[config.mk]
export PLATFORM = sky130hd
export DESIGN_NAME = master_control_multi
export DESIGN_NICKNAME = d
export VERILOG_FILES = /design/src/rtl/usrp_ctrl_pkg.sv /design/src/rtl/setting_reg_masked.sv /design/src/rtl/rate_strobe_gen.sv /design/src/rtl/master_control.sv /design/src/rtl/master_control_multi.sv
export SDC_FILE = /design/constraint.sdc
export NUM_CORES = 1
export LEC_CHECK = 0
export BUFFER_PORTS_ARGS = -buffer_cell sky130_fd_sc_hd__buf_2
export CORE_UTILIZATION = 40
export CTS_CLUSTER_DIAMETER = 50
export DETAILED_ROUTE_END_ITERATION = 8
export GPL_ROUTABILITY_DRIVEN = 1
export HOLD_SLACK_MARGIN = 0.06
export MAX_ROUTING_LAYER = met4
export PLACE_DENSITY = 0.82
export SLEW_MARGIN = 20
export SYNTH_ARGS = -nofsm -noshare
export SYNTH_HDL_FRONTEND = slang
export SYNTH_HIERARCHICAL = 1
export SYNTH_SLANG_ARGS = --single-unit
export TNS_END_PERCENT = 100
[constraint.sdc]
create_clock -name master_clk -period 3.88 [get_ports master_clk]
set_input_delay 0.776 -clock master_clk [delete_from_list [all_inputs] [get_ports master_clk]]
set_output_delay 0.776 -clock master_clk [all_outputs]
set_load 0.02 [all_outputs]
[src/rtl/usrp_ctrl_pkg.sv]
// Radio master control definitions
package usrp_ctrl_pkg;

  // Settings bus addresses of the four decoded registers
  localparam logic [6:0] ADDR_MASTER_CTRL     = 7'd0;
  localparam logic [6:0] ADDR_INTERP_RATE     = 7'd1;
  localparam logic [6:0] ADDR_DECIM_RATE      = 7'd2;
  localparam logic [6:0] ADDR_RX_MASTER_SLAVE = 7'd64;

  // Bit positions inside the 16-bit master control value
  localparam int unsigned BIT_ENABLE_TX    = 0;
  localparam int unsigned BIT_ENABLE_RX    = 1;
  localparam int unsigned BIT_TX_DSP_RESET = 2;
  localparam int unsigned BIT_RX_DSP_RESET = 3;
  // Switches the readback registers over to the debug inputs
  localparam int unsigned BIT_DEBUG_EN     = 4;

  // Bit positions inside the 16-bit master/slave value
  // Software sync request, acts on its own
  localparam int unsigned BIT_RX_SYNC        = 0;
  // Drive the sync level out on bit 15 of readback register 1
  localparam int unsigned BIT_RX_SYNC_MASTER = 1;
  // Let the hardware slave sync input through to sync_rx
  localparam int unsigned BIT_RX_SYNC_SLAVE  = 2;

  // The 32-bit settings data word has two readings
  // Rate registers take the raw word and keep its low byte
  // Masked registers see a write mask in the upper half and the value below it
  typedef union packed {
    logic [31:0] raw;
    struct packed {
      logic [15:0] mask;
      logic [15:0] value;
    } masked;
  } settings_word_u;

  // One broadcast settings bus transfer
  // The strobe is a single-cycle pulse and there is exactly one writer
  typedef struct packed {
    logic           strobe;
    logic [6:0]     addr;
    settings_word_u data;
  } settings_bus_t;

  // Control levels decoded from the master control value
  // Field order puts enable_tx at bit 0 so that the packed form lines up
  // with the bit positions above
  typedef struct packed {
    logic debug_en;
    logic rx_dsp_reset;
    logic tx_dsp_reset;
    logic enable_rx;
    logic enable_tx;
  } ctrl_t;

endpackage

[src/rtl/setting_reg_masked.sv]
// Masked settings register
`timescale 1ns/1ps

module setting_reg_masked #(
  parameter logic [6:0] reg_addr = 7'd0
) (
  input  logic                         master_clk,
  input  logic                         rst_n,
  input  usrp_ctrl_pkg::settings_bus_t sbus,
  output logic [15:0]                  out
);

  // Address match for this register on the shared bus
  logic hit;
  // Value after merging the incoming write under its mask
  logic [15:0] merged;

  assign hit = sbus.strobe && (sbus.addr == reg_addr);

  // Bits with a set mask bit take the new value and all others hold
  assign merged = (out & ~sbus.data.masked.mask) |
                  (sbus.data.masked.value & sbus.data.masked.mask);

  // New value shows up in the cycle after the strobe
  always_ff @(posedge master_clk) begin
    if (!rst_n) begin
      out <= '0;
    end else if (hit) begin
      out <= merged;
    end
  end

endmodule

[src/rtl/rate_strobe_gen.sv]
// Rate strobe generator
`timescale 1ns/1ps

module rate_strobe_gen (
  input  logic       master_clk,
  input  logic       rst_n,
  input  logic       enable,
  input  logic       dsp_reset,
  input  logic [7:0] rate,
  output logic       strobe
);

  // Cycles left until the next strobe
  logic [7:0] count;
  // Generator runs only while enabled and out of DSP reset
  logic active;

  assign active = enable && !dsp_reset;

  // The counter sits at rate while idle, so the first pulse comes
  // rate plus one cycles after the generator becomes active
  always_ff @(posedge master_clk) begin
    if (!rst_n) begin
      count  <= '0;
      strobe <= 1'b0;
    end else if (!active) begin
      count  <= rate;
      strobe <= 1'b0;
    end else if (count == 8'd0) begin
      // Reload on expiry so pulses repeat every rate plus one cycles
      count  <= rate;
      strobe <= 1'b1;
    end else begin
      count  <= count - 8'd1;
      strobe <= 1'b0;
    end
  end

endmodule

[src/rtl/master_control.sv]
// Master control block
`timescale 1ns/1ps

module master_control (
  input  logic                         master_clk,
  input  logic                         rst_n,
  input  usrp_ctrl_pkg::settings_bus_t sbus,
  input  logic                         tx_empty,
  input  logic [15:0]                  debug_0,
  input  logic [15:0]                  debug_1,
  input  logic [15:0]                  debug_2,
  input  logic [15:0]                  debug_3,
  // Master/slave value held in the wrapper, shown on reg_3
  input  logic [15:0]                  ms_value,
  output usrp_ctrl_pkg::ctrl_t         ctrl,
  output logic [7:0]                   interp_rate,
  output logic [7:0]                   decim_rate,
  output logic                         strobe_interp,
  output logic                         strobe_decim,
  output logic [15:0]                  reg_0,
  output logic [15:0]                  reg_1,
  output logic [15:0]                  reg_2,
  output logic [15:0]                  reg_3
);

  import usrp_ctrl_pkg::*;

  // Zero padding between tx_empty and the control bits in reg_1
  localparam int unsigned PAD_W = 15 - $bits(ctrl_t);

  // Raw master control value
  logic [15:0] mc_value;

  setting_reg_masked #(
    .reg_addr (ADDR_MASTER_CTRL)
  ) master_ctrl_reg_i (
    .master_clk (master_clk),
    .rst_n      (rst_n),
    .sbus       (sbus),
    .out        (mc_value)
  );

  // Rate registers are whole-word writes that keep the low byte
  always_ff @(posedge master_clk) begin
    if (!rst_n) begin
      interp_rate <= '0;
      decim_rate  <= '0;
    end else if (sbus.strobe) begin
      if (sbus.addr == ADDR_INTERP_RATE) begin
        interp_rate <= sbus.data.raw[7:0];
      end
      if (sbus.addr == ADDR_DECIM_RATE) begin
        decim_rate <= sbus.data.raw[7:0];
      end
    end
  end

  // Control levels come straight from the register bits
  assign ctrl.enable_tx    = mc_value[BIT_ENABLE_TX];
  assign ctrl.enable_rx    = mc_value[BIT_ENABLE_RX];
  assign ctrl.tx_dsp_reset = mc_value[BIT_TX_DSP_RESET];
  assign ctrl.rx_dsp_reset = mc_value[BIT_RX_DSP_RESET];
  assign ctrl.debug_en     = mc_value[BIT_DEBUG_EN];

  // Transmit side paces the interpolator
  rate_strobe_gen interp_strobe_i (
    .master_clk (master_clk),
    .rst_n      (rst_n),
    .enable     (ctrl.enable_tx),
    .dsp_reset  (ctrl.tx_dsp_reset),
    .rate       (interp_rate),
    .strobe     (strobe_interp)
  );

  // Receive side paces the decimator
  rate_strobe_gen decim_strobe_i (
    .master_clk (master_clk),
    .rst_n      (rst_n),
    .enable     (ctrl.enable_rx),
    .dsp_reset  (ctrl.rx_dsp_reset),
    .rate       (decim_rate),
    .strobe     (strobe_decim)
  );

  // Readback mux, status words by default and debug inputs on request
  always_comb begin
    if (ctrl.debug_en) begin
      reg_0 = debug_0;
      reg_1 = debug_1;
      reg_2 = debug_2;
      reg_3 = debug_3;
    end else begin
      // Both rates packed into one word, interpolation in the high byte
      reg_0 = {interp_rate, decim_rate};
      // FIFO status on top and decoded controls in the low bits
      reg_1 = {tx_empty, {PAD_W{1'b0}}, ctrl};
      reg_2 = mc_value;
      reg_3 = ms_value;
    end
  end

endmodule

[src/rtl/master_control_multi.sv]
// Multi-unit master control
`timescale 1ns/1ps

module master_control_multi (
  input  logic                         master_clk,
  input  logic                         rst_n,
  input  usrp_ctrl_pkg::settings_bus_t sbus,
  input  logic                         tx_empty,
  input  logic [15:0]                  debug_0,
  input  logic [15:0]                  debug_1,
  input  logic [15:0]                  debug_2,
  input  logic [15:0]                  debug_3,
  // Hardware sync from a master unit
  input  logic                         rx_slave_sync,
  output logic                         enable_tx,
  output logic                         enable_rx,
  output logic                         tx_dsp_reset,
  output logic                         rx_dsp_reset,
  output logic [7:0]                   interp_rate,
  output logic [7:0]                   decim_rate,
  output logic                         strobe_interp,
  output logic                         strobe_decim,
  output logic                         sync_rx,
  output logic [15:0]                  reg_0,
  output logic [15:0]                  reg_1,
  output logic [15:0]                  reg_2,
  output logic [15:0]                  reg_3
);

  import usrp_ctrl_pkg::*;

  ctrl_t       ctrl;
  // Readback word 1 before the sync override
  logic [15:0] reg_1_std;
  // Master/slave setting
  logic [15:0] ms_value;

  master_control master_control_i (
    .master_clk    (master_clk),
    .rst_n         (rst_n),
    .sbus          (sbus),
    .tx_empty      (tx_empty),
    .debug_0       (debug_0),
    .debug_1       (debug_1),
    .debug_2       (debug_2),
    .debug_3       (debug_3),
    .ms_value      (ms_value),
    .ctrl          (ctrl),
    .interp_rate   (interp_rate),
    .decim_rate    (decim_rate),
    .strobe_interp (strobe_interp),
    .strobe_decim  (strobe_decim),
    .reg_0         (reg_0),
    .reg_1         (reg_1_std),
    .reg_2         (reg_2),
    .reg_3         (reg_3)
  );

  setting_reg_masked #(
    .reg_addr (ADDR_RX_MASTER_SLAVE)
  ) ms_reg_i (
    .master_clk (master_clk),
    .rst_n      (rst_n),
    .sbus       (sbus),
    .out        (ms_value)
  );

  assign enable_tx    = ctrl.enable_tx;
  assign enable_rx    = ctrl.enable_rx;
  assign tx_dsp_reset = ctrl.tx_dsp_reset;
  assign rx_dsp_reset = ctrl.rx_dsp_reset;

  // Sync on software request, or on the hardware input when slaved
  // The slave path is combinational so it follows rx_slave_sync at once
  assign sync_rx = ms_value[BIT_RX_SYNC] |
                   (ms_value[BIT_RX_SYNC_SLAVE] & rx_slave_sync);

  // A master unit exports its sync level on bit 15 of reg_1
  // This override wins over the debug selection too
  assign reg_1 = {ms_value[BIT_RX_SYNC_MASTER] ? sync_rx : reg_1_std[15],
                  reg_1_std[14:0]};

endmodule

# After elaboration in Yosys (flattened, before gate mapping)
# Index checks and enable logic that the tools add are counted.
dict set report classes {
  n_addsub 2
  muxes 11
  n_bitwise 8
  eq_ne 3
  reduce_logical 13
}
# op count
set ops {}
lappend ops {{16-bit 2-to-1 mux} 4}
lappend ops {{16-bit AND} 3}
lappend ops {{8-bit 2-to-1 mux} 4}
lappend ops {{16-bit OR} 2}
lappend ops {{8-bit zero test} 2}
lappend ops {{16-bit inverter} 1}
lappend ops {{8-bit by 1-bit subtractor with 8-bit output (second input constant)} 2}
lappend ops {{2-bit AND reduction} 4}
lappend ops {{7-bit by 1-bit == test with 1-bit output (second input constant)} 1}
lappend ops {{7-bit by 2-bit == test with 1-bit output (second input constant)} 1}
lappend ops {{7-bit == test (second input constant)} 1}
lappend ops {{7-bit zero test} 1}
lappend ops {{1-bit logical AND} 4}
lappend ops {{1-bit 2-to-1 mux} 3}
lappend ops {{1-bit zero test} 2}
lappend ops {{1-bit AND} 1}
lappend ops {{1-bit OR} 1}
dict set report totals {
  ff_bits 66
  inputBits 108
}

# Depth between registers and ports, before layout
dict set report depth {
  word_depth 3
  mapped_depth 7
}

# Cells and area by module
# The synthesis kept the hierarchy.
# mod cells_per_inst instances area_each_um2 seq_area_each_um2
set modules_own_cells {}
lappend modules_own_cells {master_control 148 1 1340.0 320.3}
lappend modules_own_cells {rate_strobe_gen 49 2 473.0 180.2}
lappend modules_own_cells {{setting_reg_masked at master_control_i.master_ctrl_reg_i} 87 1 779.5 320.3}
lappend modules_own_cells {{setting_reg_masked at ms_reg_i} 88 1 760.7 320.3}
lappend modules_own_cells {master_control_multi 2 1 22.5 0.0}

# Least setup slack after synthesis
# Ideal clock, no wire load.
dict set report synth_timing {
  path_kind {input -> output}
  start {input debug_1[15]}
  end {output reg_1[15]}
  path_stages 2
  required_ns 3.104
  path_buffers 0
  arrival_time_ns 1.320
  path_slack_ns 1.784
  cell_sequence {mux2_2 -> mux2_4}
}
dict set report synth_between {
  elab_chain_cells 2
}
# item line
set synth_lines {}
lappend synth_lines {{start: declaration} master_control_multi.sv:10} ;# input logic [15:0] debug_1,
lappend synth_lines {{16-bit 2-to-1 mux} master_control.sv:87} ;# if (ctrl.debug_en) begin
lappend synth_lines {{1-bit 2-to-1 mux} master_control_multi.sv:80} ;# assign reg_1 = {ms_value[BIT_RX_SYNC_MASTER] ? sync_rx : reg_1_std[15],
lappend synth_lines {{end: declaration} master_control_multi.sv:25} ;# output logic [15:0] reg_1,
# Every way passes these cells.

==> flow_summary.toml <==
[status]
status = "completed"

[floorplan]
start_util_pct = 41.5
ios = 195
die_w_um = 100
die_area_um2 = 10000
core_area_um2 = 9280
die_h_um = 100
num_rows = 35

[placed_design]
dp_hpwl_mm = 7.85
dp.cells = 724
io_buffers = 194
place.gp.congestion = 0.828

[clock_network]
cts_tree = "built"
post_cts_buffers = 0
cts.sinks = 66
hold_buffers = 0
cts_resized = 0
htree_levels = 3
cts.clk_slew.worst_paths_ns = 0.08
clk_latency_ns = 0.34
clk_path_buf_depth = 2
cts_buffers = 9
root_buffer = "clkbuf_8"

[timing]
relSlewSlack_pct = 28.6
period_share_pct = 71.0
fin_worst_skew_ns = 0.00855
setup_tns_ns = 0
hold_violations = 0
hold_slack_ns = 0.466
max_freq_mhz = 363
drv_slew = 0
tightest_slew_ns = 1.06
rsz0062_at_grt = "false"
layout_min_cycle_time_ns = 2.75
finalSetupViolations = 0

[critical_path]
rrSetupSlack_ns = 2.10
cp_data_arrival_time_ns = 1.98
required_ns = 3.10
start_kind = "flip-flop"
critPathCaptureType = "primary output"
crit_fanout = 39
path_class = "flip-flop to primary output"

[detailed_routing]
route.detailed.drc = 0
wire_per_inst_um = 13.9
ant_nets = 0
wl_met1_mm = 4.41
drt_iter0_drc = 133
num_vias = 3615
first_pass_iters = 4
wl_met2_mm = 5.12
drt-total-wl_mm = 10.3
wl_met3_um = 564
topRoutingLayerUsed = "met4"
avgViaCountPerCell = 4.88

[layout]
n_fill_cell = 856
layout_commonest_cell = "buf_2"
drive_gt1_share_pct = 44.7
final_cell_mix = "194 x buf_2, 110 x nand2_1, 65 x dfxtp_1"
multi_input_area_um2 = 2320
register_area_um2 = 1320
final_nets = 718
areaGrowthSynthToFinish_pct = 31.3
final_cells = 741

[logic_synthesis]
yosysWarnings = 6
syn_inst = 423
ys_seq_area_share_pct = 34.3
syn_area_per_cell_um2 = 9.10
synth_seq_cells = 66
syn_area_um2 = 3850
syn-num-nets = 535
synth_cell_types = 33

[global_route]
grt-ovfl-total = 0
grt_max_degree = 40
antenna_found_initial = 0
grt_pass1_vias = 3344
grt_pass1_wl_mm = 15.5
track_usage_pct = 20.5

[job]
maxCapViolCount = 0

[pwr]
power.leakage_nw = 2.83
peakVddDrop_v = 0.000165
power_density_nw_per_um2 = 274

[min_path]
hp-class = "flip-flop to flip-flop"
-- path summary, 6_finish.rpt --
path                                                           to                                                  from  depth (start not counted)
max                                                     reg_2[14]                                             flip-flop                          3
min                                                     flip-flop                                             flip-flop                          2
max reg2reg  master_control_i/interp_strobe_i/count[5]$_SDFF_PN0_  master_control_i/interp_strobe_i/count[4]$_SDFF_PN0_                          4
min reg2reg                                             flip-flop                                             flip-flop                          2
-- critical path, stage by stage, from the launching register on --
cell and delay [ns]:
dfxtp_2 0.79, buf_12 0.28, mux2_2 0.38, buf_2 0.16
-- power breakdown --
part	internal (mW)	switching (mW)
logic	0.0547	0.0635
registers	0.678	0.00105
clock network	0.303	0.287
total	1.04	0.352
-- routing by layer --
layer	track usage (%)	vias up
met5	-	-
met4	7.80	0
met3	3.41	11
met2	36.8	138
met1	22.7	1650
li1	-	1816
-- cell usage after synthesis (all sizes together) --
cell type / n / area, um2
nor4: 7 / 88.8
and2: 14 / 87.6
nor2: 2 / 7.51
a21oi: 6 / 30.0
clkbuf: 11 / 52.5
mux2: 45 / 510
nor2b: 5 / 31.3
inv: 10 / 37.5
and4bb: 1 / 12.5
nor4b: 1 / 23.8
and3: 2 / 12.5
nand4b: 2 / 17.5
nor3: 2 / 10.0
or4: 2 / 22.5
nand3: 32 / 185
ha: 4 / 50.1
nor3b: 4 / 30.0
mux2i: 52 / 521
o41a: 2 / 42.5
nand2b: 4 / 25.0
buf: 14 / 114
xnor2: 12 / 105
o21ai: 6 / 30.0
dfxtp: 66 / 1320
a21o: 1 / 7.51
o211a: 6 / 60.1
nand2: 110 / 413
-- logic make-up (layout without fill, tap and decap cells) --
kind of cell,after synthesis,in the layout,synth area share [%]
compound gates,21,21,4.42
xor+xnor,12,12,2.73
fa+ha+maj,4,4,1.30
buf+inv,35,223,5.30
flops,66,66,34.3
mux,97,97,26.8
other cells,0,1,0
simple gates,188,188,25.1
-- cell type report --
cell class	instances	share of cell area [%]
inverter	10	0.743
clock inverter	7	1.53
clock buffer	9	2.45
tap	129	3.19
multi-input combinational	322	46.0
antenna	1	0.0495
timing repair buffer	197	19.9
sequential	66	26.2
-- per-stage QoR --
stage / utilization (%) / cell area (um2) / setup WS [ns] / power [mW]
floorplan: - / 3850 / 1.78 / 0.736
detailed placement: 52.3 / 4850 / 1.46 / 0.812
finish: 54.4 / 5050 / 1.13 / 1.39
CTS: 54.4 / 5050 / 1.09 / 1.40
global route: 54.4 / 5050 / 1.02 / 1.44
global placement: 52.3 / 4850 / 1.53 / 0.809
Note: power is estimated with default switching activity, not from simulation.
